--- src/logic/sigma_tile_pkg.sv ---
// sigma tile package with bus widths, the register map and interrupt line numbers
package sigma_tile_pkg;

    localparam int BUS_ADDR_W = 32;
    localparam int BUS_DATA_W = 32;
    localparam int BUS_BE_W   = 4;

    typedef logic [BUS_DATA_W-1:0] word_t;
    typedef logic [BUS_ADDR_W-1:0] addr_t;
    typedef logic [BUS_BE_W-1:0]   be_t;

    // address bit that moves an access from RAM to the register block
    localparam int SFR_BITSEL = 20;

    // register word offsets, addr[4:2]
    localparam logic [2:0] SFR_CORE_ID      = 3'd0;
    localparam logic [2:0] SFR_CTRL         = 3'd1;
    localparam logic [2:0] SFR_IRQ_EN       = 3'd2;
    localparam logic [2:0] SFR_TIMER_PERIOD = 3'd3;
    localparam logic [2:0] SFR_TIMER_VALUE  = 3'd4;
    localparam logic [2:0] SFR_SGI          = 3'd5;

    // line driven by the periodic timer
    localparam int TIMER_IRQ_LINE = 1;

endpackage

--- src/logic/irq_adapter.sv ---
// interrupt adapter, gathers interrupt events and hands them out one at a time with a code
`timescale 1ns/1ps

module irq_adapter
#(
    parameter int IRQ_NUM_POW = 4
)
(
    input  logic                          clk_i,
    input  logic                          rst_n_i,
    input  logic [(2**IRQ_NUM_POW)-1:0]   irq_i,
    input  logic [(2**IRQ_NUM_POW)-1:0]   irq_en_i,
    input  logic                          timer_tick_i,
    input  logic                          sgi_req_i,
    input  logic [IRQ_NUM_POW-1:0]        sgi_code_i,
    input  logic                          irq_ack_i,
    output logic                          irq_req_o,
    output logic [IRQ_NUM_POW-1:0]        irq_code_o
);

    localparam int IRQ_NUM = 2**IRQ_NUM_POW;

    logic [IRQ_NUM-1:0]     irq_q;
    logic [IRQ_NUM-1:0]     pending_q;
    logic [IRQ_NUM-1:0]     hw_events;
    logic [IRQ_NUM-1:0]     sgi_events;
    logic [IRQ_NUM-1:0]     pending_clr;
    logic                   pick_valid;
    logic [IRQ_NUM_POW-1:0] pick_code;
    logic                   dispatch;

    // rising edges plus timer, then masked
    assign hw_events = ((irq_i & ~irq_q) | (IRQ_NUM'(timer_tick_i) << sigma_tile_pkg::TIMER_IRQ_LINE))
                       & irq_en_i;
    // software interrupts bypass the mask
    assign sgi_events = sgi_req_i ? (IRQ_NUM'(1) << sgi_code_i) : '0;

    // lowest pending line wins
    always_comb
    begin
        pick_valid = 1'b0;
        pick_code  = '0;
        for (int i = IRQ_NUM - 1; i >= 0; i--)
        begin
            if (pending_q[i])
            begin
                pick_valid = 1'b1;
                pick_code  = IRQ_NUM_POW'(i);
            end
        end
    end

    assign dispatch    = !irq_req_o && pick_valid;
    assign pending_clr = dispatch ? (IRQ_NUM'(1) << pick_code) : '0;

    always_ff @(posedge clk_i)
    begin
        if (!rst_n_i)
        begin
            irq_q      <= '0;
            pending_q  <= '0;
            irq_req_o  <= 1'b0;
            irq_code_o <= '0;
        end
        else
        begin
            irq_q     <= irq_i;
            pending_q <= (pending_q & ~pending_clr) | hw_events | sgi_events;
            if (dispatch)
            begin
                irq_req_o  <= 1'b1;
                irq_code_o <= pick_code;
            end
            else if (irq_req_o && irq_ack_i)
                irq_req_o <= 1'b0;
        end
    end

endmodule

--- config.mk ---
export PLATFORM = sky130hd
export DESIGN_NAME = irq_adapter
export DESIGN_NICKNAME = d
export VERILOG_FILES = /design/src/logic/sigma_tile_pkg.sv /design/src/logic/irq_adapter.sv
export SDC_FILE = /design/constraint.sdc
export NUM_CORES = 1
export LEC_CHECK = 0
export ABC_CLOCK_PERIOD_IN_PS = 2350
export BUFFER_PORTS_ARGS = -buffer_cell sky130_fd_sc_hd__buf_2
export CORE_UTILIZATION = 52
export CTS_CLUSTER_DIAMETER = 60
export CTS_CLUSTER_SIZE = 14
export DETAILED_ROUTE_END_ITERATION = 6
export PLACE_DENSITY = 0.86
export SYNTH_ARGS = -nofsm -noshare
export SYNTH_HDL_FRONTEND = slang
export SYNTH_SLANG_ARGS = --single-unit
--- constraint.sdc ---
create_clock -name clk_i -period 2.35 [get_ports clk_i]
set_input_delay 0.705 -clock clk_i [delete_from_list [all_inputs] [get_ports clk_i]]
set_output_delay 0.705 -clock clk_i [all_outputs]
set_load 0.01 [all_outputs]
Word level (Yosys, flattened, before mapping). Index checks and enable logic that the tools add are counted.

Register bits: 37. Bits of input ports: 41. Output and inout port bits: 5. Logic and storage cells: 54.

Shift-type cells: 2. Muxes and demuxes: 36. Bitwise operators: 8. Reduce and logical (&&, ||, !) cells: 4.

Operators by type and width (count): two-way mux 4 bit (16); bitwise AND 16 bit (3); two-way mux 16 bit (2); NOT 16 bit (2); OR 16 bit (2); left shift 1 x 4 -> 16 bit, first input constant (2); two-way mux 1 bit (18); OR 16 x 2 -> 16 bit (1); logical AND 1 bit (2); nonzero test 2 bit (1); logical NOT 1 bit (1).

Longest topological paths before layout.
Word-level depth: 22. Mapped depth: 6. Gate-level depth less buffers: 5.

Least setup slack after synthesis. No wires, ideal clock.

Path type: reg2reg. Start: reg pending_q[3]. End: reg pending_q[12]. Data arrival time: 1700 ps. Path slack: 525 ps. Stages on the path, launching flop included: 6. Path buffers: 0. Clock period less this slack: 1825 ps. Cells stage by stage: dfxtp_1 -> nor4_2 -> nand2_2 -> or4_4 -> o41ai_2 -> a21boi_1.

Word-level cells in the longest chain between the ends: 10. Elaborated cells on any way between the ends: 15.

RTL lines: start: declaration (RTL line irq_adapter.sv:24) `logic [IRQ_NUM-1:0] pending_q;`; start signal: assignment (RTL line irq_adapter.sv:68) `pending_q <= (pending_q & ~pending_clr) | hw_events | sgi_events;`; two-way mux 4 bit / two-way mux 1 bit (equally long branches) (4 in series) (RTL line irq_adapter.sv:45) `if (pending_q[i])`; left shift 1 x 4 -> 16 bit / logical AND 1 bit (equally long branches) (RTL line irq_adapter.sv:54, irq_adapter.sv:53); two-way mux 16 bit * (RTL line irq_adapter.sv:54) `assign pending_clr = dispatch ? (IRQ_NUM'(1) << pick_code) : '0;`; NOT 16 bit * (RTL line irq_adapter.sv:68); bitwise AND 16 bit * (RTL line irq_adapter.sv:68); OR 16 bit * (2 in series) (RTL line irq_adapter.sv:68).

Every way passes the cells marked *; elsewhere a longest branch is shown, timed or not. A chain may end at the register's enable or synchronous reset.

Worst setup path after layout.
Start: reg pending_q[3]. End: reg pending_q[14].

The elaborated chain is that of the path after synthesis.

==> results by group <==
Synth
  – Cell Area, Synth: 1750 sq um
  – Syn Nets: 248
  – Post-Synthesis Cells: 207
  – Most common flop cell mapped by yosys: dfxtp_1
  – Synth unique cells: 43
  – YS warnings: 0
  – Synth Area per Inst: 8.47 sq um
  – Async SR Flop Fraction: 0
  – EDFF count, synth: 0
  – Sequential-to-total area share from yosys stat: 0.423
  – #FFs+latches synth: 37

Place
  – Setup WS pre-CTS: 0.364 ns
  – DPL Wire Length: 3.31 mm
  – Placement Cell Area: 2030 sq um
  – Gpl congestion: 0.911
  – IO buf count: 45

Drt
  – TritonRoute pass-1 iters: 4
  – Routed vias/inst: 5.68
  – DRC viols: 0
  – 1st-iter DRT viols: 77
  – Final wirelength: 4.40 mm
  – ANT nets after route: 0
  – WL/cell: 14.6 um
  – Via count: 1,709

Clocking
  – Reg clk slew, reported paths: 0.12 ns
  – Hold buffers post-CTS: 0
  – Clk_lat worst skew: 0.36 ns
  – Post-CTS Setup Bufs: 0
  – CTS Buf Count: 5
  – Longest Clk Path Bufs: 2
  – PostCTS Resize Cnt: 0
  – H-Tree Depth: 2
  – CTS tree: done
  – Sinks on Clock Net: 37
  – Root Driver: clkbuf_4

Floorplanning
  – Die Y-Extent: 60.1 um
  – Top-Level Pins: 46
  – Initial Utilization: 0.560
  – Die Span X: 60.1 um
  – # rows: 20
  – CORE AREA: 3130 sq um
  – Full die area: 3610 sq um

Finish
  – Most frequent cells in the layout: buf_2 (45), dfxtp_1 (37), nor2_1 (20)
  – Area delta synth->final: 18.9%
  – Commonest non-fill, non-tap cell in the layout: buf_2
  – Total area of multi-input combinational cells: 971 sq um
  – Nets: 297
  – Share of layout cells above drive strength 1: 0.276
  – Number of diodes: 0
  – Finished Cell Area: 2080 sq um
  – # fillers: 281
  – Post-Route Utilization: 0.666
  – Flip-flop and latch area: 741 sq um

Timing
  – Setup WS post-layout: 0.328 ns
  – Max Slew Vio Count: 0
  – Maximum operating frequency: 0.495 GHz
  – Slew Limit Headroom: 0.594
  – Least-Margin Pin Slew: 0.602 ns
  – Layout Skew: 0.00479 ns
  – TNS Setup: 0 ns
  – RSZ-0062 raised after global routing: no
  – Minimum clock period: 2.02 ns
  – Hold slack final: 0.490 ns
  – Crit share post-route: 0.861
  – Setup violators final: 0
  – Final hold vios: 0

Critical path
  – Crit-path max FO: 7
  – Reg-to-reg endpoint: pending_q[14]$_SDFF_PN0_
  – Critical path class: reg -> reg
  – Worst reg-to-reg path cell count: 5
  – Crit path capture: pending_q[14]$_SDFF_PN0_
  – Arr. time, crit path: 2.28 ns
  – RR Startpoint: pending_q[3]$_SDFF_PN0_
  – Flop2flop setup slack: 0.33 ns
  – Critical path endpoint category: flop
  – CP startpoint: pending_q[3]$_SDFF_PN0_
  – Worst EP required: 2.60 ns
  – Worst setup SP type: flop

Power and ir drop
  – Comb pwr share: 0.248
  – Net Switching: 468 uW
  – Clock share of power: 0.238
  – Reg power frac: 0.514
  – Leak Pwr: 0.000868 uW
  – P_int: 949 uW
  – Sw Share: 0.330
  – Max rail drop VDD: 0.452 mV
  – Pwr Density: 680 nW/um^2

Min path
  – Worst Hold Class: reg -> reg
  – Worst Hold Launch: irq_code_o[0]$_SDFFE_PN0P_

Global routing
  – GR Overflow Total: 0
  – First-pass GRT wire length: 6.96 mm
  – Vias in the first global route: 1,542
  – Antenna violations before repair: 0
  – Total track usage: 0.271
  – Largest net degree at the start of global routing: 24

Run
  – Max-capacitance violation count: 0

Status
  – Status: finished, final reports clean
==> registers in the layout, summed over array words and instances, names as in the netlist <==
name	flops
irq_q	16
pending_q	16
irq_code_o	4
irq_req_o	1
==> final cells by class <==
cell class | instances | area share
clock buffer | 5 | 0.0180
clock inverter | 3 | 0.00840
inverter | 6 | 0.0108
multi-input combinational | 159 | 0.466
sequential | 37 | 0.355
tap | 44 | 0.0264
timing repair buffer | 47 | 0.115
==> kinds of logic (layout without fill, tap and decap cells) <==
logic type	Yosys count	in the layout	synth area share
AO/OA/AOI/OAI	69	69	0.270
AND/OR/NAND/NOR	90	90	0.284
flip-flops	37	37	0.423
buffers and inverters	11	61	0.0236
==> synthesized netlist by cell type (3+ instances only) <==
cell type	count	area, sq um
and2_1	19	119
nor3_1	7	35.0
nor4_1	5	31.3
dfxtp_1	37	741
nand2b_1	4	25.0
nand3b_1	3	22.5
a31oi_1	3	18.8
a21boi_0	3	22.5
nand2_1	17	63.8
o22ai_1	10	62.6
o21ai_0	16	80.1
o22a_1	3	26.3
o21a_1	3	22.5
inv_1	6	22.5
a21oi_1	13	65.1
nor2_1	20	75.1
clkbuf_1	5	18.8
==> critical path: stages (launching register included) <==
cell,delay [ns]
dfxtp_1,0.39
nor4_2,0.45
nand2_2,0.09
or4_4,0.56
nor4_1,0.35
nor2_1,0.08
==> per-layer routing <==
metal  vias to the layer above  global-route usage  wire [um]
met2                        66               0.440       2070
met5                         -                   0          0
met4                         0               0.103        106
met3                        11              0.0606        210
li1                        854                   -          -
met1                       778               0.349       2010
==> stage by stage <==
step                      instances  power [uW]
after floorplan                 207         961
after global placement          293        1080
after detailed placement        293        1090
after CTS                       301        1410
after global routing            301        1490
final                           301        1420
==> power groups by stage <==
stage          Combinational, uW  Clock, uW  Sequential, uW
5_1_grt                      390        369             736
6_report                     351        338             728
3_3_place_gp                 340          0             739
4_1_cts                      347        337             727
2_1_floorplan                228          0             733
3_5_place_dp                 346          0             741
==> how the worst min path moves through the flow <==
stage	endpoint	slack, ns	cells after the start
floorplan	pending_q[12]$_SDFF_PN0_	0.46	2
global placement	irq_code_o[0]$_SDFFE_PN0P_	0.47	2
detailed placement	irq_code_o[0]$_SDFFE_PN0P_	0.48	2
CTS	irq_code_o[0]$_SDFFE_PN0P_	0.50	2
global route	irq_code_o[0]$_SDFFE_PN0P_	0.53	2
finish	irq_code_o[0]$_SDFFE_PN0P_	0.49	2
(Power assumes the default switching activity.)
