==> src/logic/sigma_tile_pkg.sv <==
// sigma tile package with bus widths, the register map and interrupt line numbers
package sigma_tile_pkg;

    localparam int BUS_ADDR_W = 32;
    localparam int BUS_DATA_W = 32;
    localparam int BUS_BE_W   = 4;

    typedef logic [BUS_DATA_W-1:0] word_t;
    typedef logic [BUS_ADDR_W-1:0] addr_t;
    typedef logic [BUS_BE_W-1:0]   be_t;

    // address bit that moves an access from RAM to the register block
    localparam int SFR_BITSEL = 20;

    // register word offsets, addr[4:2]
    localparam logic [2:0] SFR_CORE_ID      = 3'd0;
    localparam logic [2:0] SFR_CTRL         = 3'd1;
    localparam logic [2:0] SFR_IRQ_EN       = 3'd2;
    localparam logic [2:0] SFR_TIMER_PERIOD = 3'd3;
    localparam logic [2:0] SFR_TIMER_VALUE  = 3'd4;
    localparam logic [2:0] SFR_SGI          = 3'd5;

    // line driven by the periodic timer
    localparam int TIMER_IRQ_LINE = 1;

endpackage

==> src/logic/host_bus_decoder.sv <==
// host bus decoder, splits host accesses between data RAM and registers and merges read data
`timescale 1ns/1ps

module host_bus_decoder
#(
    parameter int MEM_WORDS = 1024
)
(
    input  logic                              clk_i,
    input  logic                              rst_n_i,

    input  logic                              hif_req_i,
    input  logic                              hif_we_i,
    input  sigma_tile_pkg::addr_t             hif_addr_i,
    input  sigma_tile_pkg::be_t               hif_be_i,
    input  sigma_tile_pkg::word_t             hif_wdata_i,
    output logic                              hif_ack_o,
    output logic                              hif_resp_o,
    output sigma_tile_pkg::word_t             hif_rdata_o,

    output logic                              ram_req_o,
    output logic                              ram_we_o,
    output logic [$clog2(MEM_WORDS)-1:0]      ram_addr_o,
    output sigma_tile_pkg::be_t               ram_be_o,
    output sigma_tile_pkg::word_t             ram_wdata_o,
    input  logic                              ram_resp_i,
    input  sigma_tile_pkg::word_t             ram_rdata_i,

    output logic                              sfr_req_o,
    output logic                              sfr_we_o,
    output logic [2:0]                        sfr_addr_o,
    output sigma_tile_pkg::word_t             sfr_wdata_o,
    input  logic                              sfr_resp_i,
    input  sigma_tile_pkg::word_t             sfr_rdata_i
);

    localparam int RAM_AW = $clog2(MEM_WORDS);

    logic sfr_hit;
    logic sel_sfr_q;

    // no back-pressure
    assign hif_ack_o = hif_req_i;
    assign sfr_hit   = hif_addr_i[sigma_tile_pkg::SFR_BITSEL];

    assign ram_req_o   = hif_req_i & ~sfr_hit;
    assign ram_we_o    = hif_we_i;
    assign ram_addr_o  = hif_addr_i[RAM_AW+1:2];
    assign ram_be_o    = hif_be_i;
    assign ram_wdata_o = hif_wdata_i;

    assign sfr_req_o   = hif_req_i & sfr_hit;
    assign sfr_we_o    = hif_we_i;
    assign sfr_addr_o  = hif_addr_i[4:2];
    assign sfr_wdata_o = hif_wdata_i;

    // both targets answer one cycle later, so last read's target picks the response
    always_ff @(posedge clk_i)
    begin
        if (!rst_n_i)
            sel_sfr_q <= 1'b0;
        else if (hif_req_i && !hif_we_i)
            sel_sfr_q <= sfr_hit;
    end

    assign hif_resp_o  = sel_sfr_q ? sfr_resp_i : ram_resp_i;
    assign hif_rdata_o = sel_sfr_q ? sfr_rdata_i : ram_rdata_i;

endmodule

==> config.mk <==
export PLATFORM = sky130hd
export DESIGN_NAME = host_bus_decoder
export DESIGN_NICKNAME = d
export VERILOG_FILES = /design/src/logic/sigma_tile_pkg.sv /design/src/logic/host_bus_decoder.sv
export SDC_FILE = /design/constraint.sdc
export NUM_CORES = 1
export LEC_CHECK = 0
export ABC_AREA = 1
export BUFFER_PORTS_ARGS = -buffer_cell sky130_fd_sc_hd__buf_2
export CORE_AREA = 2 2 99 101
export CTS_BUF_LIST = sky130_fd_sc_hd__clkbuf_4 sky130_fd_sc_hd__clkbuf_8
export DETAILED_ROUTE_END_ITERATION = 10
export DIE_AREA = 0 0 101 103
export GPL_ROUTABILITY_DRIVEN = 0
export MAX_ROUTING_LAYER = met4
export SYNTH_ARGS = -nofsm -noshare
export SYNTH_HDL_FRONTEND = slang
export SYNTH_SLANG_ARGS = --single-unit
==> constraint.sdc <==
create_clock -name clk_i -period 1.8 [get_ports clk_i]
set_input_delay 0.18 -clock clk_i [delete_from_list [all_inputs] [get_ports clk_i]]
set_output_delay 0.18 -clock clk_i [all_outputs]
set_load 0.02 [all_outputs]
======== Word level (Yosys, flattened, before mapping) ========
Cells that the tools add are included.
storage, ports and cells
  bits in registers ....................... 1
  word-level logic and storage cells ...... 8
  input bits .............................. 138
operators by class
  reduce and logical (&&, ||, !) cells .... 2
  bitwise gates (word level) .............. 3
  muxes and demuxes ....................... 2
operators by type and width
  operator             count
  $mux W32             1
  $and A1 B1 Y1        2
  $logic_and A1 B1 Y1  1
  $logic_not A1 Y1     1
  $mux W1              1
  $not A1 Y1           1

======== Depth between registers and ports, before layout ========
Gate-level depths: netlist of the first run.
  depth after elaboration ................. 2
  mapped depth ............................ 4
  mapped depth without buffers ............ 4

======== Least setup slack after synthesis of the first run ========
No wires, ideal clock.
  kind .................................... reg-to-output
  start ................................... register sel_sfr_q
  end ..................................... output hif_rdata_o[10]
  path slack .............................. 0.634 ns
  stages on the path, launching flop included .. 3
  data arrival time ....................... 0.986 ns
  cells stage by stage .................... dfxtp_1 -> clkbuf_1 -> o21ai_0
on the way
  cells in the longest elaborated chain, start to end .. 1
RTL lines
  what                      RTL line                text
  start: declaration        host_bus_decoder.sv:40  logic sel_sfr_q;
  start signal: assignment  host_bus_decoder.sv:63  sel_sfr_q <= sfr_hit;
  $mux W32                  host_bus_decoder.sv:67  assign hif_rdata_o = sel_sfr_q ? sfr_rdata_i : ram_rdata_i;
  end: declaration          host_bus_decoder.sv:19  output sigma_tile_pkg::word_t hif_rdata_o,
Every way passes these cells.

======== Worst setup path after layout of the first run ========
  start ................................... register sel_sfr_q
  end ..................................... output hif_rdata_o[19]
The elaborated chain is that of the path after synthesis.

==> results of run 1 <==
==> metrics by stage <==
stage / total power, W / hold WS [ns]
4_1_cts: 0.0003560 / 0.3601
3_3_place_gp: 0.0003543 / 0.3601
3_5_place_dp: 0.0003548 / 0.3601
6_report: 0.0003515 / 0.3600
5_1_grt: 0.0003864 / 0.3601
2_1_floorplan: 0.0004784 / 0.3007
==> kinds of logic (layout without fill, tap and decap cells) <==
group | after synthesis | count (layout) | share of synthesized area
buffers and inverters | 128 | 147 | 0.7123
AND/OR/NAND/NOR | 38 | 38 | 0.1239
AO/OA/AOI/OAI | 34 | 34 | 0.1465
flip-flops | 1 | 1 | 0.01724
==> worst max-delay path by stage <==
stage / to / slack, ns / depth (start not counted)
global placement: hif_rdata_o[19] / 0.63 / 4
detailed placement: hif_rdata_o[8] / 0.64 / 4
global route: hif_rdata_o[10] / 0.55 / 4
finish: hif_rdata_o[19] / 0.63 / 4
floorplan: hif_rdata_o[10] / 0.63 / 2
CTS: hif_rdata_o[8] / 0.63 / 4
==> power by group through the flow <==
| stage | Sequential, W | Clock (W) | Combinational (W) |
|---|---|---|---|
| floorplan | 0.0000254 | 0 | 0.000453 |
| global placement | 0.0000250 | 0 | 0.000329 |
| detailed placement | 0.0000250 | 0 | 0.000330 |
| CTS | 0.0000250 | 0 | 0.000331 |
| global route | 0.0000251 | 0 | 0.000361 |
| finish | 0.0000250 | 0 | 0.000326 |
==> final cells by class <==
cell class | instances | area, µm² | area share
Timing Repair Buffer | 110 | 555.5 | 0.4739
Tap cell | 114 | 142.6 | 0.1217
Inverter | 37 | 138.9 | 0.1185
Sequential cell | 1 | 21.27 | 0.01814
Multi-Input combinational cell | 72 | 314.1 | 0.2679
==> critical path, stage by stage, from the launching register on <==
cell and delay, ns:
dfxtp_2 0.30, buf_4 0.29, nand2_1 0.07, o21ai_0 0.10
buf_2 0.20
==> metal layers <==
metal,vias up,wire (µm),global-route usage
met3,25,330,0.005424
li1,548,-,-
met1,372,802,0.03507
met2,72,1165,0.06821
met5,-,0,-
met4,0,116,0.02911
==> cell usage after synthesis <==
cell	number	area share
nor2_1	2	0.0065
buf_2	1	0.0043
inv_1	37	0.12
buf_6	4	0.039
nand2_1	35	0.11
dfxtp_1	1	0.017
clkbuf_1	2	0.0065
nand3_1	1	0.0043
o21ai_0	30	0.13
a21oi_1	1	0.0043
o21ai_1	3	0.013
buf_4	84	0.54
==> cell usage in the layout, fill, tap and decap left out <==
cell / synthesis / routed
nand3_1: 1 / 1
nor2_1: 2 / 2
o21ai_0: 30 / 30
dfxtp_2: 0 / 1
inv_1: 37 / 37
nand2_1: 35 / 35
a21oi_1: 1 / 1
o21ai_1: 3 / 3
buf_4: 84 / 2
buf_2: 1 / 108
==> run summary, run 1 <==
setup slack after layout - 0.6350 ns
nets - 360
Cell variety after synth - 12
share of cells above drive strength 1 - 0.5045
# port buffers - 108
Ports - 257
Max Cap Viol - 0
post-synthesis cell count - 201
Tmin final - 1.165 ns
buffer count from post-CTS setup fixing - 0
Net Switching - 0.0001950 W
initial core utilization - 0.1228
iteration count of the initial detailed-routing pass - 2
maximum VDD drop - 136.1 µV
Reg with most FFs - sel_sfr_q
post-CTS sizing - 0
register share of total power - 0.071
Worst Hold End - ram_wdata_o[11]
crit path max fanout - 39
Crit Path Category - register to output pin
vias in the first global route - 758
net count after synthesis - 339
post-route setup TNS - 0 ns
final hold vios - 0
Rel. slew slack - 0.7940
GRT Total Usage - 0.03727
leakage power - 0.7361 nW
ANT cells - 0
CTS Hold Bufs - 0
outcome - finished clean
final setup fails - 0
number of synthesized register bits - 1
crit path launch - sel_sfr_q$_SDFFE_PN0P_
initial antenna violation count - 0
Syn-to-layout area delta - 0.9694%
max reg flops - 1
DRC Markers - 0
Post-Route Utilization - 0.1239
RSZ-0062 raised after global routing - no
Comb pwr share - 0.929
Reg2Reg Depth - 3
CP required - 1.62 ns
HP Class - input port to output pin
Wirelength per Cell - 7.234 µm
Top Registers - sel_sfr_q x1
Tcrit/Tclk final - 0.6472
Overflow after GRT - 0
Finished Cell Area - 0.001172 mm²
critical hold path startpoint - hif_wdata_i[11]
Clock Latency Late Sink - 0 ns
final HPWL from detailed placement - 2.112 mm
vias - 1017
Die Area - 0.01040 mm²
Worst-path clk slew - 0 ns
Syn Std Cell Area - 0.001161 mm²
Power Internal - 0.0001565 W
antenna-violating nets left - 0
row count - 36
pre-CTS setup slack - 0.6376 ns
worst slew pin tran - 0.3090 ns
final clock skew - 0 ns
Mean Syn Cell Area - 5.777 µm²
Die Span X - 101 µm
clock share of power - 0
final wirelength - 2.416 mm
synth warn - 0
RR Endpoint - sel_sfr_q$_SDFFE_PN0P_
f_max - 858.4 MHz
Crit path arrival time - 0.99 ns
Sw Ratio - 0.5549
Reg-to-Reg Start - sel_sfr_q$_SDFFE_PN0P_
Seq/Total Area, Yosys - 0.01724
cell depth of the worst min-delay path - 0
Slew Limit Fails - 0
vias per cell - 3.045
reg2reg setup slack - 0.96 ns
CORE AREA - 0.009459 mm²
PD cells - 299.8 mW/mm²
Fill cells - 1124
largest net degree at the start of global routing - 40
Die Span Y - 103 µm
placed insts - 334
first-pass GRT wire length - 3.201 mm
Critical Path End Type - output pin
startpoint types - register
drt initial violations - 7
area post-placement - 0.001172 mm²
non-filler cells, final - 334
Note: power is estimated with default switching activity, not from simulation.
==> run 2: changes to the inputs <==
- CORE_AREA: 2 2 99 101 -> 2 2 100 102
- DIE_AREA: 0 0 101 103 -> 0 0 102 104
- clock period: 1.8 -> 1.1 ns (I/O delays scaled with it)
==> run summary, run 2 (synthesized netlist as in run 1, its figures left out) <==
outcome - finished clean (unchanged)
CP required - 0.99 ns (was 1.62 ns)
Syn-to-layout area delta - 5.388% (was 0.9694%)
most frequent cells in the layout - buf_2, inv_1, nand2_1 (unchanged)
initial antenna violation count - 0 (unchanged)
CP max stage delay - 0.39 ns (was 0.30 ns)
share of cells above drive strength 1 - 0.5045 (unchanged)
final clock skew - 0 ns (unchanged)
CP Buf/Inv Count - 2 (unchanged)
row count - 36 (unchanged)
initial core utilization - 0.1216 (was 0.1228)
Rel. slew slack - 0.8265 (was 0.7940)
vias per cell - 3.003 (was 3.045)
critical hold path startpoint - hif_addr_i[5] (was hif_wdata_i[11])
non-filler cells, final - 353 (was 334)
CP delay by family, top - flip-flops (was buffers and inverters)
first-pass GRT wire length - 4.112 mm (was 3.201 mm)
Post-Route Utilization - 0.1281 (was 0.1239)
GRT Total Usage - 0.04640 (was 0.03727)
Finished Cell Area - 0.001224 mm² (was 0.001172 mm²)
antenna-violating nets left - 0 (unchanged)
Die Area - 0.01061 mm² (was 0.01040 mm²)
final wirelength - 2.697 mm (was 2.416 mm)
maximum VDD drop - 178.6 µV (was 136.1 µV)
Clock Latency Late Sink - 0 ns (about the same)
final hold vios - 0 (unchanged)
f_max - 980.3 MHz
largest net degree at the start of global routing - 35 (was 40)
Die Span X - 102 µm (was 101 µm)
Worst-path clk slew - 0 ns (about the same)
leakage power - 0.7434 nW (was 0.7361 nW)
met1 usage - 0.04173 (was 0.03507)
Tmin final - 1.020 ns
Max Cap Viol - 0 (unchanged)
startpoint types - register (unchanged)
Ports - 257 (unchanged)
worst slew pin tran - 0.2575 ns (was 0.3090 ns)
DRC Markers - 0 (unchanged)
PD cells - 484.9 mW/mm² (was 299.8 mW/mm²)
final setup fails - 0 (unchanged)
Reg-to-Reg Start - sel_sfr_q$_SDFFE_PN0P_ (unchanged)
gr busiest metal - met2 (unchanged)
ANT cells - 0 (unchanged)
# port buffers - 108 (unchanged)
Crit Path Category - register to output pin (unchanged)
vias - 1060 (was 1017)
CP Cell Sequence - buf_12 -> nand2_1 -> o21ai_0 -> buf_2 (was buf_4 -> nand2_1 -> o21ai_0 -> buf_2)
Overflow after GRT - 0 (unchanged)
max reg flops - 1 (unchanged)
Reg with most FFs - sel_sfr_q (unchanged)
Die Span Y - 104 µm (was 103 µm)
CP max-delay cell - dfxtp_4 (was dfxtp_2)
drt initial violations - 28 (was 7)
crit path launch - sel_sfr_q$_SDFFE_PN0P_ (unchanged)
Wirelength per Cell - 7.640 µm (was 7.234 µm)
most common cell after layout, fill and taps aside - buf_2 (unchanged)
met3 Usage GRT - 0.007392 (was 0.005424)
iteration count of the initial detailed-routing pass - 2 (unchanged)
vias in the first global route - 977 (was 758)
Crit path arrival time - 0.91 ns (was 0.99 ns)
Slew Limit Fails - 0 (unchanged)
CORE AREA - 0.009549 mm² (was 0.009459 mm²)
GRT met2 Usage - 0.08224 (was 0.06821)
area post-placement - 0.001221 mm² (was 0.001172 mm²)
Critical Path End Type - output pin (unchanged)
Top Registers - sel_sfr_q x1 (unchanged)
nets - 360 (unchanged)
Fill cells - 1167 (was 1124)
Tcrit/Tclk final - 0.9274
placed insts - 353 (was 334)
RSZ-0062 raised after global routing - yes (was no)
final HPWL from detailed placement - 2.314 mm (was 2.112 mm)
buffer count from post-CTS setup fixing - 0 (unchanged)
HP Class - input port to output pin (unchanged)
Final Power - 0.0005934 W (was 0.0003515 W)
crit path max fanout - 34 (was 39)
[run 2: cell counts in the layout (fill, tap and decap cells not counted)]
Identical to the previous run, type by type.
[run 2: timing repair]
item                       in CTS  in global routing
hold buffers                    0                  0
gates resized for setup         0                  4
setup endpoints to repair       0                 28
hold endpoints to repair        0                  0
[run 2: per-layer routing]
| metal | up-vias | wire length [µm] |
|---|---|---|
| li1 | 548 | - |
| met4 | 0 | 239 |
| met3 | 37 | 389 |
| met2 | 70 | 1227 |
| met5 | - | 0 |
| met1 | 405 | 841 |
[run 2: path summary, 6_finish.rpt]
| check | endpoint | slack, ns | cells after the start |
|---|---|---|---|
| hold reg to reg | sel_sfr_q$_SDFFE_PN0P_ | 0.57 | 2 |
| setup / recovery | hif_rdata_o[15] | 0.08 | 4 |
| hold / removal | ram_addr_o[3] | 0.22 | 0 |
| setup reg to reg | sel_sfr_q$_SDFFE_PN0P_ | 0.45 | 2 |
[run 2: worst reg2reg max path, cell delays in order, from the launching register on]
cell,delay [ns]
dfxtp_4,0.36
a21oi_1,0.12
nor2_1,0.05
[run 2: where the power goes]
part,internal (W),switching [W]
clock network,0,0
logic,0.000229,0.000318
registers,0.0000390,0.00000760
total,0.000268,0.000325
[run 2: stage by stage]
| step | hold slack, ns | setup slack [ns] | setup TNS, ns |
|---|---|---|---|
| 3_5_place_dp | 0.2201 | 0.004722 | 0 |
| 6_report | 0.2200 | 0.07989 | 0 |
| 3_3_place_gp | 0.2201 | 0.01260 | 0 |
| 2_1_floorplan | 0.2307 | 0.004384 | 0 |
| 4_1_cts | 0.2201 | 0.005321 | 0 |
| 5_1_grt | 0.2200 | -0.002222 | -0.002352 |
[run 2: final cells by class]
cell class / count / area [µm²] / share of cell area
timing repair buffer: 110 / 580.6 / 0.4744
multi-input combinational: 72 / 314.1 / 0.2566
tap: 133 / 166.4 / 0.1360
inverter: 37 / 138.9 / 0.1135
sequential: 1 / 23.77 / 0.01943
