## config.mk

```make
export PLATFORM = sky130hd
export DESIGN_NAME = sfr_regs
export DESIGN_NICKNAME = d
export VERILOG_FILES = /design/src/logic/sigma_tile_pkg.sv /design/src/logic/sfr_regs.sv
export SDC_FILE = /design/constraint.sdc
export NUM_CORES = 1
export LEC_CHECK = 0
export ABC_AREA = 1
export BUFFER_PORTS_ARGS = -buffer_cell sky130_fd_sc_hd__clkbuf_2
export CORE_ASPECT_RATIO = 2
export CORE_MARGIN = 4
export CORE_UTILIZATION = 30
export DETAILED_ROUTE_END_ITERATION = 6
export PLACE_DENSITY_LB_ADDON = 0.3
export SLEW_MARGIN = 20
export SYNTH_ARGS = -nofsm -noshare
export SYNTH_HDL_FRONTEND = slang
export SYNTH_SLANG_ARGS = --single-unit
```

## constraint.sdc

```tcl
create_clock -name clk_i -period 4.9 [get_ports clk_i]
set_clock_uncertainty 0.05 [all_clocks]
set_input_delay 0.98 -clock clk_i [delete_from_list [all_inputs] [get_ports clk_i]]
set_output_delay 0.98 -clock clk_i [all_outputs]
set_load 0.03 [all_outputs]
```

## src/logic/sigma_tile_pkg.sv

```systemverilog
// sigma tile package with bus widths, the register map and interrupt line numbers
package sigma_tile_pkg;

    localparam int BUS_ADDR_W = 32;
    localparam int BUS_DATA_W = 32;
    localparam int BUS_BE_W   = 4;

    typedef logic [BUS_DATA_W-1:0] word_t;
    typedef logic [BUS_ADDR_W-1:0] addr_t;
    typedef logic [BUS_BE_W-1:0]   be_t;

    // address bit that moves an access from RAM to the register block
    localparam int SFR_BITSEL = 20;

    // register word offsets, addr[4:2]
    localparam logic [2:0] SFR_CORE_ID      = 3'd0;
    localparam logic [2:0] SFR_CTRL         = 3'd1;
    localparam logic [2:0] SFR_IRQ_EN       = 3'd2;
    localparam logic [2:0] SFR_TIMER_PERIOD = 3'd3;
    localparam logic [2:0] SFR_TIMER_VALUE  = 3'd4;
    localparam logic [2:0] SFR_SGI          = 3'd5;

    // line driven by the periodic timer
    localparam int TIMER_IRQ_LINE = 1;

endpackage

```

## src/logic/sfr_regs.sv

```systemverilog
// special function registers: core id, soft reset, interrupt mask, timer and software interrupts
`timescale 1ns/1ps

module sfr_regs
#(
    parameter int CORE_ID          = 0,
    parameter int IRQ_NUM_POW      = 4,
    parameter bit SW_RESET_DEFAULT = 1'b0
)
(
    input  logic                          clk_i,
    input  logic                          rst_n_i,
    input  logic                          req_i,
    input  logic                          we_i,
    input  logic [2:0]                    addr_i,
    input  sigma_tile_pkg::word_t         wdata_i,
    output logic                          resp_o,
    output sigma_tile_pkg::word_t         rdata_o,
    output logic                          sw_reset_o,
    output logic [(2**IRQ_NUM_POW)-1:0]   irq_en_o,
    output logic                          timer_tick_o,
    output logic                          sgi_req_o,
    output logic [IRQ_NUM_POW-1:0]        sgi_code_o
);

    sigma_tile_pkg::word_t timer_period_q;
    sigma_tile_pkg::word_t timer_value_q;

    logic wr_en;
    logic rd_en;

    assign wr_en = req_i & we_i;
    assign rd_en = req_i & ~we_i;

    always_ff @(posedge clk_i)
    begin
        if (!rst_n_i)
        begin
            sw_reset_o     <= SW_RESET_DEFAULT;
            irq_en_o       <= '0;
            timer_period_q <= '0;
            timer_value_q  <= '0;
            timer_tick_o   <= 1'b0;
            sgi_req_o      <= 1'b0;
            resp_o         <= 1'b0;
        end
        else
        begin
            resp_o    <= rd_en;
            sgi_req_o <= wr_en && (addr_i == sigma_tile_pkg::SFR_SGI);

            if (wr_en)
            begin
                case (addr_i)
                    sigma_tile_pkg::SFR_CTRL:         sw_reset_o <= wdata_i[0];
                    sigma_tile_pkg::SFR_IRQ_EN:       irq_en_o <= wdata_i[(2**IRQ_NUM_POW)-1:0];
                    sigma_tile_pkg::SFR_TIMER_PERIOD: timer_period_q <= wdata_i;
                    default:                          ;
                endcase
            end

            // wraps after period+1 cycles, also catches a period lowered below the count
            timer_tick_o <= 1'b0;
            if (timer_period_q == '0)
                timer_value_q <= '0;
            else if (timer_value_q >= timer_period_q)
            begin
                timer_value_q <= '0;
                timer_tick_o  <= 1'b1;
            end
            else
                timer_value_q <= timer_value_q + 1'b1;
        end
    end

    always_ff @(posedge clk_i)
    begin
        if (wr_en && (addr_i == sigma_tile_pkg::SFR_SGI))
            sgi_code_o <= wdata_i[IRQ_NUM_POW-1:0];
    end

    // read mux
    always_ff @(posedge clk_i)
    begin
        if (rd_en)
        begin
            case (addr_i)
                sigma_tile_pkg::SFR_CORE_ID:      rdata_o <= sigma_tile_pkg::word_t'(CORE_ID);
                sigma_tile_pkg::SFR_CTRL:         rdata_o <= {31'b0, sw_reset_o};
                sigma_tile_pkg::SFR_IRQ_EN:       rdata_o <= sigma_tile_pkg::word_t'(irq_en_o);
                sigma_tile_pkg::SFR_TIMER_PERIOD: rdata_o <= timer_period_q;
                sigma_tile_pkg::SFR_TIMER_VALUE:  rdata_o <= timer_value_q;
                default:                          rdata_o <= '0;
            endcase
        end
    end

endmodule

```

Word level (Yosys, flattened, before mapping). Cells that the tools add are included.

Register bits after elaboration: 120. Output and inout bits: 56. Word-level logic and storage cells: 29.

$add $sub $neg: 1. Magnitude comparators: 1. Equality and inequality tests: 5. Multiplexer cells: 2. Bitwise logic cells: 4. Reduce and logical (&&, ||, !) cells: 7.

Operator list (count): $pmux 32 s4 (1); $add 32x1->32 const B (1); $ge 32x32->1 (1); $logic_not 32->1 (1); $eq 3x2->1 const B (2); $eq 3x3->1 const B (2); $reduce_and 2->1 (3); $eq 3x1->1 const B (1); $reduce_or 3->1 (1); $and 1x1->1 (2); $not 1->1 (2); $reduce_or 2->1 (1); $logic_and 1x1->1 (1); $mux 1 (1).

Logic depth before layout (Yosys ltp). Gate-level depths: netlist (run 1).

Word-level depth: 2. Mapped depth: 15.

Worst setup path after synthesis (run 1). Ideal clock, no wire load.

Path kind: input -> register. Start: in req_i. End: reg rdata_o[0], enable pin. Arrival: 2.383 ns. Data required time: 4.428 ns. Slack: 2.046 ns. Stages: 2. Cell sequence: inv_1 nor2_1.

Longest elaborated chain between the ends: 1.

RTL lines: start, declared (line sfr_regs.sv:13) `input logic req_i,`; $and 1x1->1 (line sfr_regs.sv:33) `assign rd_en = req_i & ~we_i;`; via rd_en (line sfr_regs.sv:30) `logic rd_en;`; end signal, assigned (line sfr_regs.sv:88) `sigma_tile_pkg::SFR_CORE_ID: rdata_o <= sigma_tile_pkg::word_t'(CORE_ID);`; end signal, assigned (line sfr_regs.sv:89) `sigma_tile_pkg::SFR_CTRL: rdata_o <= {31'b0, sw_reset_o};`; end signal, assigned (line sfr_regs.sv:90) `sigma_tile_pkg::SFR_IRQ_EN: rdata_o <= sigma_tile_pkg::word_t'(irq_en_o);`; end, declared (line sfr_regs.sv:18) `output sigma_tile_pkg::word_t rdata_o,`.

The timed path passes the listed nets, and every way through them passes these cells. A chain may end at the register's enable or synchronous reset.

Worst setup path after layout (run 1).
Start: in addr_i[2]. End: reg timer_period_q[31].

Longest elaborated chain between the ends: 2.

RTL lines: start, declared (line sfr_regs.sv:15) `input logic [2:0] addr_i,`; $eq 3x2->1 (line sfr_regs.sv:54) `case (addr_i)`; $reduce_and 2->1 (no line); end signal, assigned (line sfr_regs.sv:57) `sigma_tile_pkg::SFR_TIMER_PERIOD: timer_period_q <= wdata_i;`; end, declared (line sfr_regs.sv:26) `sigma_tile_pkg::word_t timer_period_q;`.

Every way passes these cells.

==> results of run 1 <==
cells in the final DEF (no fill, tap or decap), drive strengths merged:
master and n:
nand2 125, clkbuf 118, inv 102, dfxtp 84, nor2 73, a21oi 64, o21ai 39, edfxtp 36
ha 33, nand3 26, nor3 24, xor2 23, nand4 17, o22ai 16, o221ai 15, clkinv 12
buf 3, o21a 2, xnor2 2, nor4 2, bufinv 2, o2111ai 1, and3 1, a21boi 1
clkinvlp 1
cells by family after synthesis:
| kind of cell | share of synthesized area |
|---|---|
| simple gates | 0.207 |
| xor+xnor | 0.0370 |
| buf+inv | 0.0876 |
| compound gates | 0.132 |
| flops | 0.467 |
| fa+ha+maj | 0.0698 |
worst reg2reg max path, cell delays in order, from the launching register on:
cell and delay, ps:
dfxtp_1 310, inv_1 90, ha_1 310, nand2_1 70
nor2_1 180, nand4_1 170, nor2_1 200, nand2_1 90
nand3_1 70, buf_4 330, nor2_1 80
layout make-up:
type	instances	area, um^2	area share
clock inverter	8	92.6	0.0128
clock buffer	24	504	0.0698
timing repair buffer	97	493	0.0682
inverter	109	409	0.0566
tap	259	324	0.0448
multi-input combinational	464	2640	0.366
sequential	120	2760	0.382
sequential cells by signal (all words and copies together), names as in the netlist:
signal / count
timer_period_q: 32
timer_value_q: 32
rdata_o: 32
irq_en_o: 16
sgi_code_o: 4
sw_reset_o: 1
resp_o: 1
timer_tick_o: 1
sgi_req_o: 1
worst max-delay path by stage:
| stage | to | cells after the start |
|---|---|---|
| after global routing | timer_period_q[12]$_SDFFE_PN0P_ | 8 |
| after detailed placement | timer_value_q[14]$_SDFF_PP0_ | 6 |
| after CTS | timer_period_q[31]$_SDFFE_PN0P_ | 8 |
| final | timer_period_q[31]$_SDFFE_PN0P_ | 8 |
| after global placement | timer_value_q[30]$_SDFF_PP0_ | 6 |
| after floorplan | rdata_o[0]$_DFFE_PP_ | 2 |
per-layer routing:
layer,up-vias,wire length (um)
met1,2317,5820
met3,48,609
li1,2581,-
met5,-,0
met2,103,10100
met4,0,942
power groups by stage:
stage / Combinational (mW) / Clock, mW / Sequential [mW]
floorplan: 0.0923 / 0 / 1.10
global placement: 0.187 / 0 / 1.07
detailed placement: 0.189 / 0 / 1.07
CTS: 0.190 / 1.28 / 1.05
global route: 0.205 / 1.32 / 1.06
finish: 0.185 / 1.26 / 1.05
per-stage QoR:
step	setup WS [ps]	utilization
detailed placement	1990	0.342
floorplan	2050	-
CTS	2430	0.373
global route	2200	0.373
finish	2410	0.373
global placement	2020	0.342
==> metrics.csv, run 1 <==
stage,metric,value,unit
sta,max_slew_margin,0.314,
setup_path,worst_path_max_delay_cell,inv_2,
power,ir_drop,0.228,mV
grt,antenna_found_initial,0,
sta,slew_violations,0,
cts,insertion_delay,430,ps
cts,cts_tree,yes,
setup_path,r2r_cells,10,
floorplan,die_h,207,um
sta,min_period_over_period,0.509,
logic_synthesis,synthTopCellsByCount,"nand2_1 (122), inv_1 (95), dfxtp_1 (84)",
setup_path,critical_path.startpoint,addr_i[2],
grt,use_met2,0.321,
logic_synthesis,ys_types,33,
cts,cts.sinks,120,
sta,rsz0062_at_grt,false,
drt,wl,17400,um
floorplan,floorplan.initialDensity,0.305,
setup_path,critPathTopFamily,buffers and inverters,
power,switchingPower,0.592,mW
setup_path,arrival,2790,ps
cts,clock-root-buffer,clkbuf_16,
worst_hold_path,whs_endpoint,irq_en_o[6]$_SDFFE_PN0P_,
drt,drt_iter0_markers,196,
setup_path,rrSetupSlack,2820,ps
sta,fin_tns_setup,0,ps
grt,gr-total-overflow,0,
setup_path,cp.required,5190,ps
floorplan,ios,95,
cts,clockBufferDepth,2,
place,dp.cells,1049,
setup_path,worstPathCellList,"clkbuf_2, inv_1, nand3_2, buf_4, nor2_2, inv_2, o21ai_0, a21oi_1",
logic_synthesis,yosys.area.top_type,dfxtp_1,
power,p_comb_frac,0.074,
setup_path,cp-end-kind,flop,
logic_synthesis,netlist_instances,716,
setup_path,cp_max_fo,62,
floorplan,core,19400,um^2
sta,fin_crit,2490,ps
setup_path,max_stage_delay,680,ps
worst_hold_path,holdPathStages,2,
run_status,outcome,finished clean,
sta,worst_slew_pin_slew,1030,ps
power,p_seq_frac,0.421,
grt,grt_usage,0.162,
power,clockPowerShare,0.505,
finish,final_area,7230,um^2
grt,grtUsageMet1,0.139,
logic_synthesis,syn_avg_cell_area,8.26,um^2
grt,grt_pass1_vias,5194,
sta,fmax,401,MHz
place,place_area,6630,um^2
finish,drive_gt1_frac,0.191,
logic_synthesis,syn_area,5920,um^2
logic_synthesis,synth.area.top_cells,"dfxtp_1 (28%), edfxtp_1 (18%), nand2_1 (7.7%)",
drt,drt-vias-per-instance,4.67,
logic_synthesis,yosysMostFrequentCell,nand2_1,
grt,grt_max_degree,63,
worst_hold_path,hold_class,reg -> reg,
drt,wire_per_inst,16.1,um
drt,drtAntennaViolNets,0,
power,p_sw_frac,0.236,
finish,syn_to_final_growth,22.2,%
cts,htreeDepth,4,
sta,setup_viol,0,
setup_path,reg2reg_from,timer_period_q[31]$_SDFFE_PN0P_,
floorplan,placementRows,72,
logic_synthesis,synth_seq_cells,120,
logic_synthesis,ys_warn_count,0,
setup_path,worstSetupPathType,in -> reg,
setup_path,reg2reg_to,timer_value_q[31]$_SDFF_PP0_,
drt,drt-pass1-iter-count,4,
place,place.gp.congestion,0.878,
place,io_buffers,94,
logic_synthesis,async_flop_share,0,
logic_synthesis,synthFlopType,dfxtp_1,
sta,whs,431,ps
cts,hold_buffers,0,
cts,clkSlewWorstSetupHoldPaths,60,ps
power,p_int,1.91,mW
finish,nets,881,
logic_synthesis,synth_edf_count,36,
power,leakage,2.76,nW
finish,diodes,0,
cts,numCtsBuffers,17,
drt,vias,5049,
logic_synthesis,ys_seq_area_frac,0.467,
grt,grt_pass1_wl,26800,um
power,power-per-cell-area,346,nW/um^2
finish,n_fill_cell,2051,
place,detailed_place_hpwl,13300,um
power,power,2.50,mW
drt,route.detailed.drc,0,
sta,hold_violations,0,
grt,grt.busiest_layer,met2,
cts,ctsResizeCount,0,
finish,final_cells,1081,
logic_synthesis,synth_top_area_share,0.284,
floorplan,die_width,107,um
setup_path,startpoint_type,input port,
worst_hold_path,min-delay-start,irq_en_o[6]$_SDFFE_PN0P_,
flow_run,cap_violations,0,
setup_path,crit_buf_inv,4,
cts,post_cts_buffers,0,
grt,globalRouteMet3Util,0.0345,
logic_synthesis,synth_fp_nets,788,
floorplan,die-area,22200,um^2
No activity file was read; power rests on OpenSTA's default activity.
==> inputs of run 2 (changes only) <==
==> constraint.sdc (replaced) <==
create_clock -name clk_i -period 2.6 [get_ports clk_i]
set_clock_uncertainty 0.05 [all_clocks]
set_input_delay 0.52 -clock clk_i [delete_from_list [all_inputs] [get_ports clk_i]]
set_output_delay 0.52 -clock clk_i [all_outputs]
set_load 0.03 [all_outputs]
==> run 2 against run 1 <==
Compared with the run above:
- critical path depth grew 1
- non-clock buffer count grew 6
- sequential power grew 89%
- largest cell class unchanged
- clock-buffer cell count shrank 5
- global-route usage grew 0.33 points
- power grew 79%
- highest routed layer unchanged
- setup slack lost 1900 ps
- die area is the same
==> metrics.csv, run 2 (synthesized netlist as in run 1, its figures left out) <==
stage,metric,value,unit
flow_run,cap_violations,0,
drt,wl,17700,um
cts,ctsResizeCount,0,
grt,grt_usage,0.165,
power,ir_drop,0.450,mV
floorplan,core,19400,um^2
setup_path,reg2reg_to,timer_value_q[25]$_SDFF_PP0_,
worst_hold_path,hold_class,in -> reg,
finish,diodes,0,
cts,clkSlewWorstSetupHoldPaths,60,ps
finish,final_cells,1087,
finish,syn_to_final_growth,22.4,%
sta,max_slew_margin,0.598,
setup_path,r2r_cells,9,
place,place.gp.congestion,0.881,
sta,worst_slew_pin_slew,603,ps
sta,slew_violations,0,
cts,post_cts_buffers,0,
cts,cts.sinks,120,
finish,seq_area,2760,um^2
worst_hold_path,holdPathStages,1,
cts,htreeDepth,4,
floorplan,die_h,207,um
cts,clock-root-buffer,clkbuf_16,
drt,drtAntennaViolNets,0,
cts,cts_tree,yes,
grt,gr-total-overflow,0,
floorplan,placementRows,72,
power,leakage,2.78,nW
drt,drt_iter0_markers,183,
drt,wire_per_inst,16.3,um
setup_path,worstSetupPathType,reg -> reg,
place,detailed_place_hpwl,13700,um
setup_path,cp-end-kind,flop,
grt,grt_pass1_wl,27500,um
setup_path,cp_max_fo,32,
setup_path,reg2reg_from,timer_value_q[9]$_SDFF_PP0_,
worst_hold_path,whs_endpoint,sgi_code_o[2]$_DFFE_PP_,
sta,hold_violations,0,
grt,grt_max_degree,63,
run_status,outcome,finished clean,
drt,drt-pass1-iter-count,4,
power,power-per-cell-area,620,nW/um^2
setup_path,arrival,2380,ps
grt,grt_pass1_vias,5292,
finish,largest_registers,"rdata_o (32), timer_period_q (32), timer_value_q (32)",
grt,antenna_found_initial,0,
setup_path,cp.required,2910,ps
finish,multiInputGateArea,2640,um^2
drt,drt-vias-per-instance,4.72,
worst_hold_path,min-delay-start,wdata_i[2],
sta,fin_tns_setup,0,ps
place,dp.cells,1055,
cts,insertion_delay,420,ps
finish,final_common_cell,nand2_1,
sta,min_period_over_period,0.796,
sta,setup_viol,0,
sta,fmax,483,MHz
drt,vias,5129,
drt,route.detailed.drc,0,
finish,nets,887,
cts,hold_buffers,0,
floorplan,die-area,22200,um^2
sta,rsz0062_at_grt,false,
setup_path,rrSetupSlack,530,ps
floorplan,die_width,107,um
cts,clockBufferDepth,2,
place,io_buffers,94,
finish,drive_gt1_frac,0.202,
setup_path,startpoint_type,flop,
finish,final_cell_mix,"nand2_1 (122), inv_1 (95), clkbuf_2 (94), dfxtp_1 (84), a21oi_1 (64)",
floorplan,floorplan.initialDensity,0.305,
sta,fin_crit,2070,ps
sta,whs,276,ps
finish,n_fill_cell,2076,
cts,numCtsBuffers,17,
floorplan,ios,95,
run 2: how the worst max path moves through the flow:
stage | endpoint | from | slack [ps] | cells past startpoint
after CTS | timer_value_q[25]$_SDFF_PP0_ | timer_value_q[9]$_SDFF_PP0_ | 530 | 9
after floorplan | rdata_o[0]$_DFFE_PP_ | req_i | 210 | 2
after detailed placement | timer_value_q[25]$_SDFF_PP0_ | timer_value_q[9]$_SDFF_PP0_ | 550 | 9
after global placement | timer_value_q[17]$_SDFF_PP0_ | timer_value_q[9]$_SDFF_PP0_ | 600 | 9
after global routing | timer_value_q[20]$_SDFF_PP0_ | timer_value_q[9]$_SDFF_PP0_ | 470 | 9
final | timer_value_q[25]$_SDFF_PP0_ | timer_value_q[9]$_SDFF_PP0_ | 530 | 9
run 2: final cells by class:
| class | instances | share of cell area |
|---|---|---|
| Sequential cell | 120 | 0.381 |
| Multi-Input combinational cell | 464 | 0.365 |
| Timing Repair Buffer | 103 | 0.0777 |
| Clock buffer | 19 | 0.0641 |
| Inverter | 109 | 0.0565 |
| Tap cell | 259 | 0.0447 |
| Clock inverter | 13 | 0.0105 |
run 2: report_power, final:
part           internal, mW  switching [mW]
clock                  1.28           0.858
combinational         0.110           0.256
sequential             1.97          0.0180
run 2: layer usage:
| metal | part of all wire | track usage |
|---|---|---|
| met1 | 0.33 | 0.147 |
| met2 | 0.58 | 0.327 |
| met3 | 0.029 | 0.0308 |
| met4 | 0.055 | 0.105 |
| met5 | 0 | 0 |
run 2: per-stage QoR:
step	setup slack (ps)	area [um^2]	util	total power, mW
2_1_floorplan	206	5920	-	2.25
3_3_place_gp	598	6700	0.346	2.39
3_5_place_dp	551	6700	0.346	2.39
4_1_cts	525	7240	0.374	4.54
5_1_grt	468	7240	0.374	4.66
6_report	532	7240	0.374	4.49
run 2: worst max-delay path, cell delays in order (launching register included):
cell     delay, ps
dfxtp_1        500
ha_1           320
a21oi_1        170
o21ai_0        100
a21oi_1        260
nand2_1        120
nand2_1         80
nand3_1        110
buf_12         200
nor2_1         100
==> inputs of run 3 (changes only) <==
==> constraint.sdc (replaced) <==
create_clock -name clk_i -period 1.9 [get_ports clk_i]
set_clock_uncertainty 0.05 [all_clocks]
set_input_delay 0.38 -clock clk_i [delete_from_list [all_inputs] [get_ports clk_i]]
set_output_delay 0.38 -clock clk_i [all_outputs]
set_load 0.03 [all_outputs]
==> run 3 against run 2 <==
Compared with the run above:
- clock-buffer cell count up 1
- non-clock buffer count rose by 51
- final area up 12%
- register-to-register slack got worse by 440 ps
- combinational power up 84%
- maximum frequency grew 14%
- sequential share of layout area fell by 3.8 points
- global-route usage increased by 0.64 points
- power up 44%
- core utilization up 4.4 points
- die area unchanged
- critical path type unchanged
==> metrics.csv, run 3 (synthesized netlist as in run 1, its figures left out) <==
stage,metric,value,unit
place,detailed_place_hpwl,14200,um
floorplan,floorplan.initialDensity,0.305,
setup_path,endpoint,timer_value_q[12]$_SDFF_PP0_,
setup_path,worstSetupPathType,reg -> reg,
drt,route.detailed.drc,0,
sta,min_period_over_period,0.953,
flow_run,cap_violations,0,
finish,final_common_cell,nand2_1,
floorplan,die_width,107,um
cts,numCtsBuffers,17,
setup_path,rrSetupSlack,90,ps
sta,fin_tns_setup,0,ps
place,pre_cts_ws,-31.6,ps
grt,grt_usage,0.171,
finish,largest_registers,"rdata_o (32), timer_period_q (32), timer_value_q (32)",
setup_path,reg2reg_to,timer_value_q[12]$_SDFF_PP0_,
finish,syn_to_final_growth,36.7,%
floorplan,ios,95,
place,io_buffers,94,
grt,grt_pass1_vias,5602,
power,power-per-cell-area,797,nW/um^2
floorplan,core,19400,um^2
sta,fin_crit,1810,ps
drt,wire_per_inst,16.5,um
sta,slew_violations,0,
setup_path,cp-end-kind,flop,
run_status,outcome,finished clean,
finish,final_area,8090,um^2
drt,drt-vias-per-instance,4.71,
cts,htreeDepth,4,
setup_path,reg2reg_from,timer_value_q[29]$_SDFF_PP0_,
power,leakage,3.07,nW
finish,n_fill_cell,1983,
worst_hold_path,hold_class,in -> reg,
cts,clkSlewWorstSetupHoldPaths,60,ps
sta,fmax,552,MHz
place,place_area,7070,um^2
worst_hold_path,holdPathStages,1,
place,place.gp.congestion,0.894,
finish,drive_gt1_frac,0.332,
setup_path,cp.required,2160,ps
finish,nets,938,
floorplan,die-area,22200,um^2
finish,diodes,0,
sta,setup_viol,0,
drt,wl,18800,um
grt,antenna_found_initial,0,
cts,hold_buffers,0,
setup_path,arrival,2070,ps
drt,drt_iter0_markers,158,
setup_path,critical_path.startpoint,timer_value_q[29]$_SDFF_PP0_,
drt,drtAntennaViolNets,0,
power,ir_drop,0.546,mV
cts,cts.sinks,120,
setup_path,r2r_cells,9,
sta,max_slew_margin,0.706,
sta,worst_slew_pin_slew,437,ps
finish,final_cell_mix,"nand2_1 (114), clkbuf_2 (94), inv_1 (87), dfxtp_1 (74), a21oi_1 (56)",
grt,gr-total-overflow,0,
floorplan,die_h,207,um
grt,grt_max_degree,43,
setup_path,cp_max_fo,7,
cts,insertion_delay,430,ps
power,power,6.45,mW
sta,finalWorstSetupSlack,88.6,ps
sta,hold_violations,0,
cts,clockBufferDepth,2,
drt,vias,5361,
drt,drt-pass1-iter-count,4,
grt,grt_pass1_wl,28700,um
floorplan,placementRows,72,
setup_path,startpoint_type,flop,
cts,cts_tree,yes,
cts,clock-root-buffer,clkbuf_16,
sta,rsz0062_at_grt,true,
-- run 3: changes by cell type in the layout (fill, tap and decap cells not counted), sizes merged --
cell / change
inv: -1
clkinvlp: +4
clkbuf: +3
bufinv: +1
buf: +49
clkinv: -5
-- run 3: how the worst min path moves through the flow --
stage | startpoint | to | slack (ps)
detailed placement | irq_en_o[8]$_SDFFE_PN0P_ | irq_en_o[8]$_SDFFE_PN0P_ | 420
global route | wdata_i[0] | sgi_code_o[0]$_DFFE_PP_ | 120
finish | wdata_i[0] | sgi_code_o[0]$_DFFE_PP_ | 120
global placement | irq_en_o[8]$_SDFFE_PN0P_ | irq_en_o[8]$_SDFFE_PN0P_ | 420
floorplan | timer_value_q[0]$_SDFF_PP0_ | timer_value_q[0]$_SDFF_PP0_ | 400
CTS | wdata_i[0] | sgi_code_o[0]$_DFFE_PP_ | 120
-- run 3: repair_timing --
action	CTS	global route
cloned	0	3
resized for setup	1	84
buffers inserted	0	1
endpoints found under the setup margin	27	33
pin swaps	0	23
-- run 3: where the power goes --
group	switching (mW)	leakage (nW)	internal, mW
clock network	1.21	0.260	1.85
registers	0.0222	1.03	2.69
logic	0.423	1.78	0.252
-- run 3: area by class of cell --
type,count,area (um^2),area share
Sequential cell,120,2780,0.343
Inverter,109,412,0.0509
Timing Repair Buffer,154,1000,0.124
Clock buffer,20,457,0.0565
Multi-Input combinational cell,464,3020,0.373
Tap cell,259,324,0.0401
Clock inverter,12,101,0.0125
-- run 3: worst max-delay path: stages, from the launching register on --
cell and delay [ps]:
dfxtp_2 350, ha_4 290, nand2_4 50, nor2_4 120, nand4_1 170, nor2_1 170, nand2_2 90, nand3_4 160
clkbuf_16 190, nor2_2 40
-- run 3: stage by stage --
stage	std cells	utilization	hold slack [ps]
after floorplan	716	-	402
after global placement	1102	0.365	415
after detailed placement	1102	0.365	422
after CTS	1134	0.394	117
after global routing	1138	0.417	124
final	1138	0.417	124
-- run 3: layer usage --
metal / wire [um] / global-route usage / part of all wire / vias up
li1: - / - / - / 2694
met1: 6220 / 0.157 / 0.33 / 2480
met2: 10900 / 0.337 / 0.58 / 130
met3: 564 / 0.0289 / 0.030 / 57
met4: 1080 / 0.110 / 0.057 / 0
met5: 0 / 0 / 0 / -
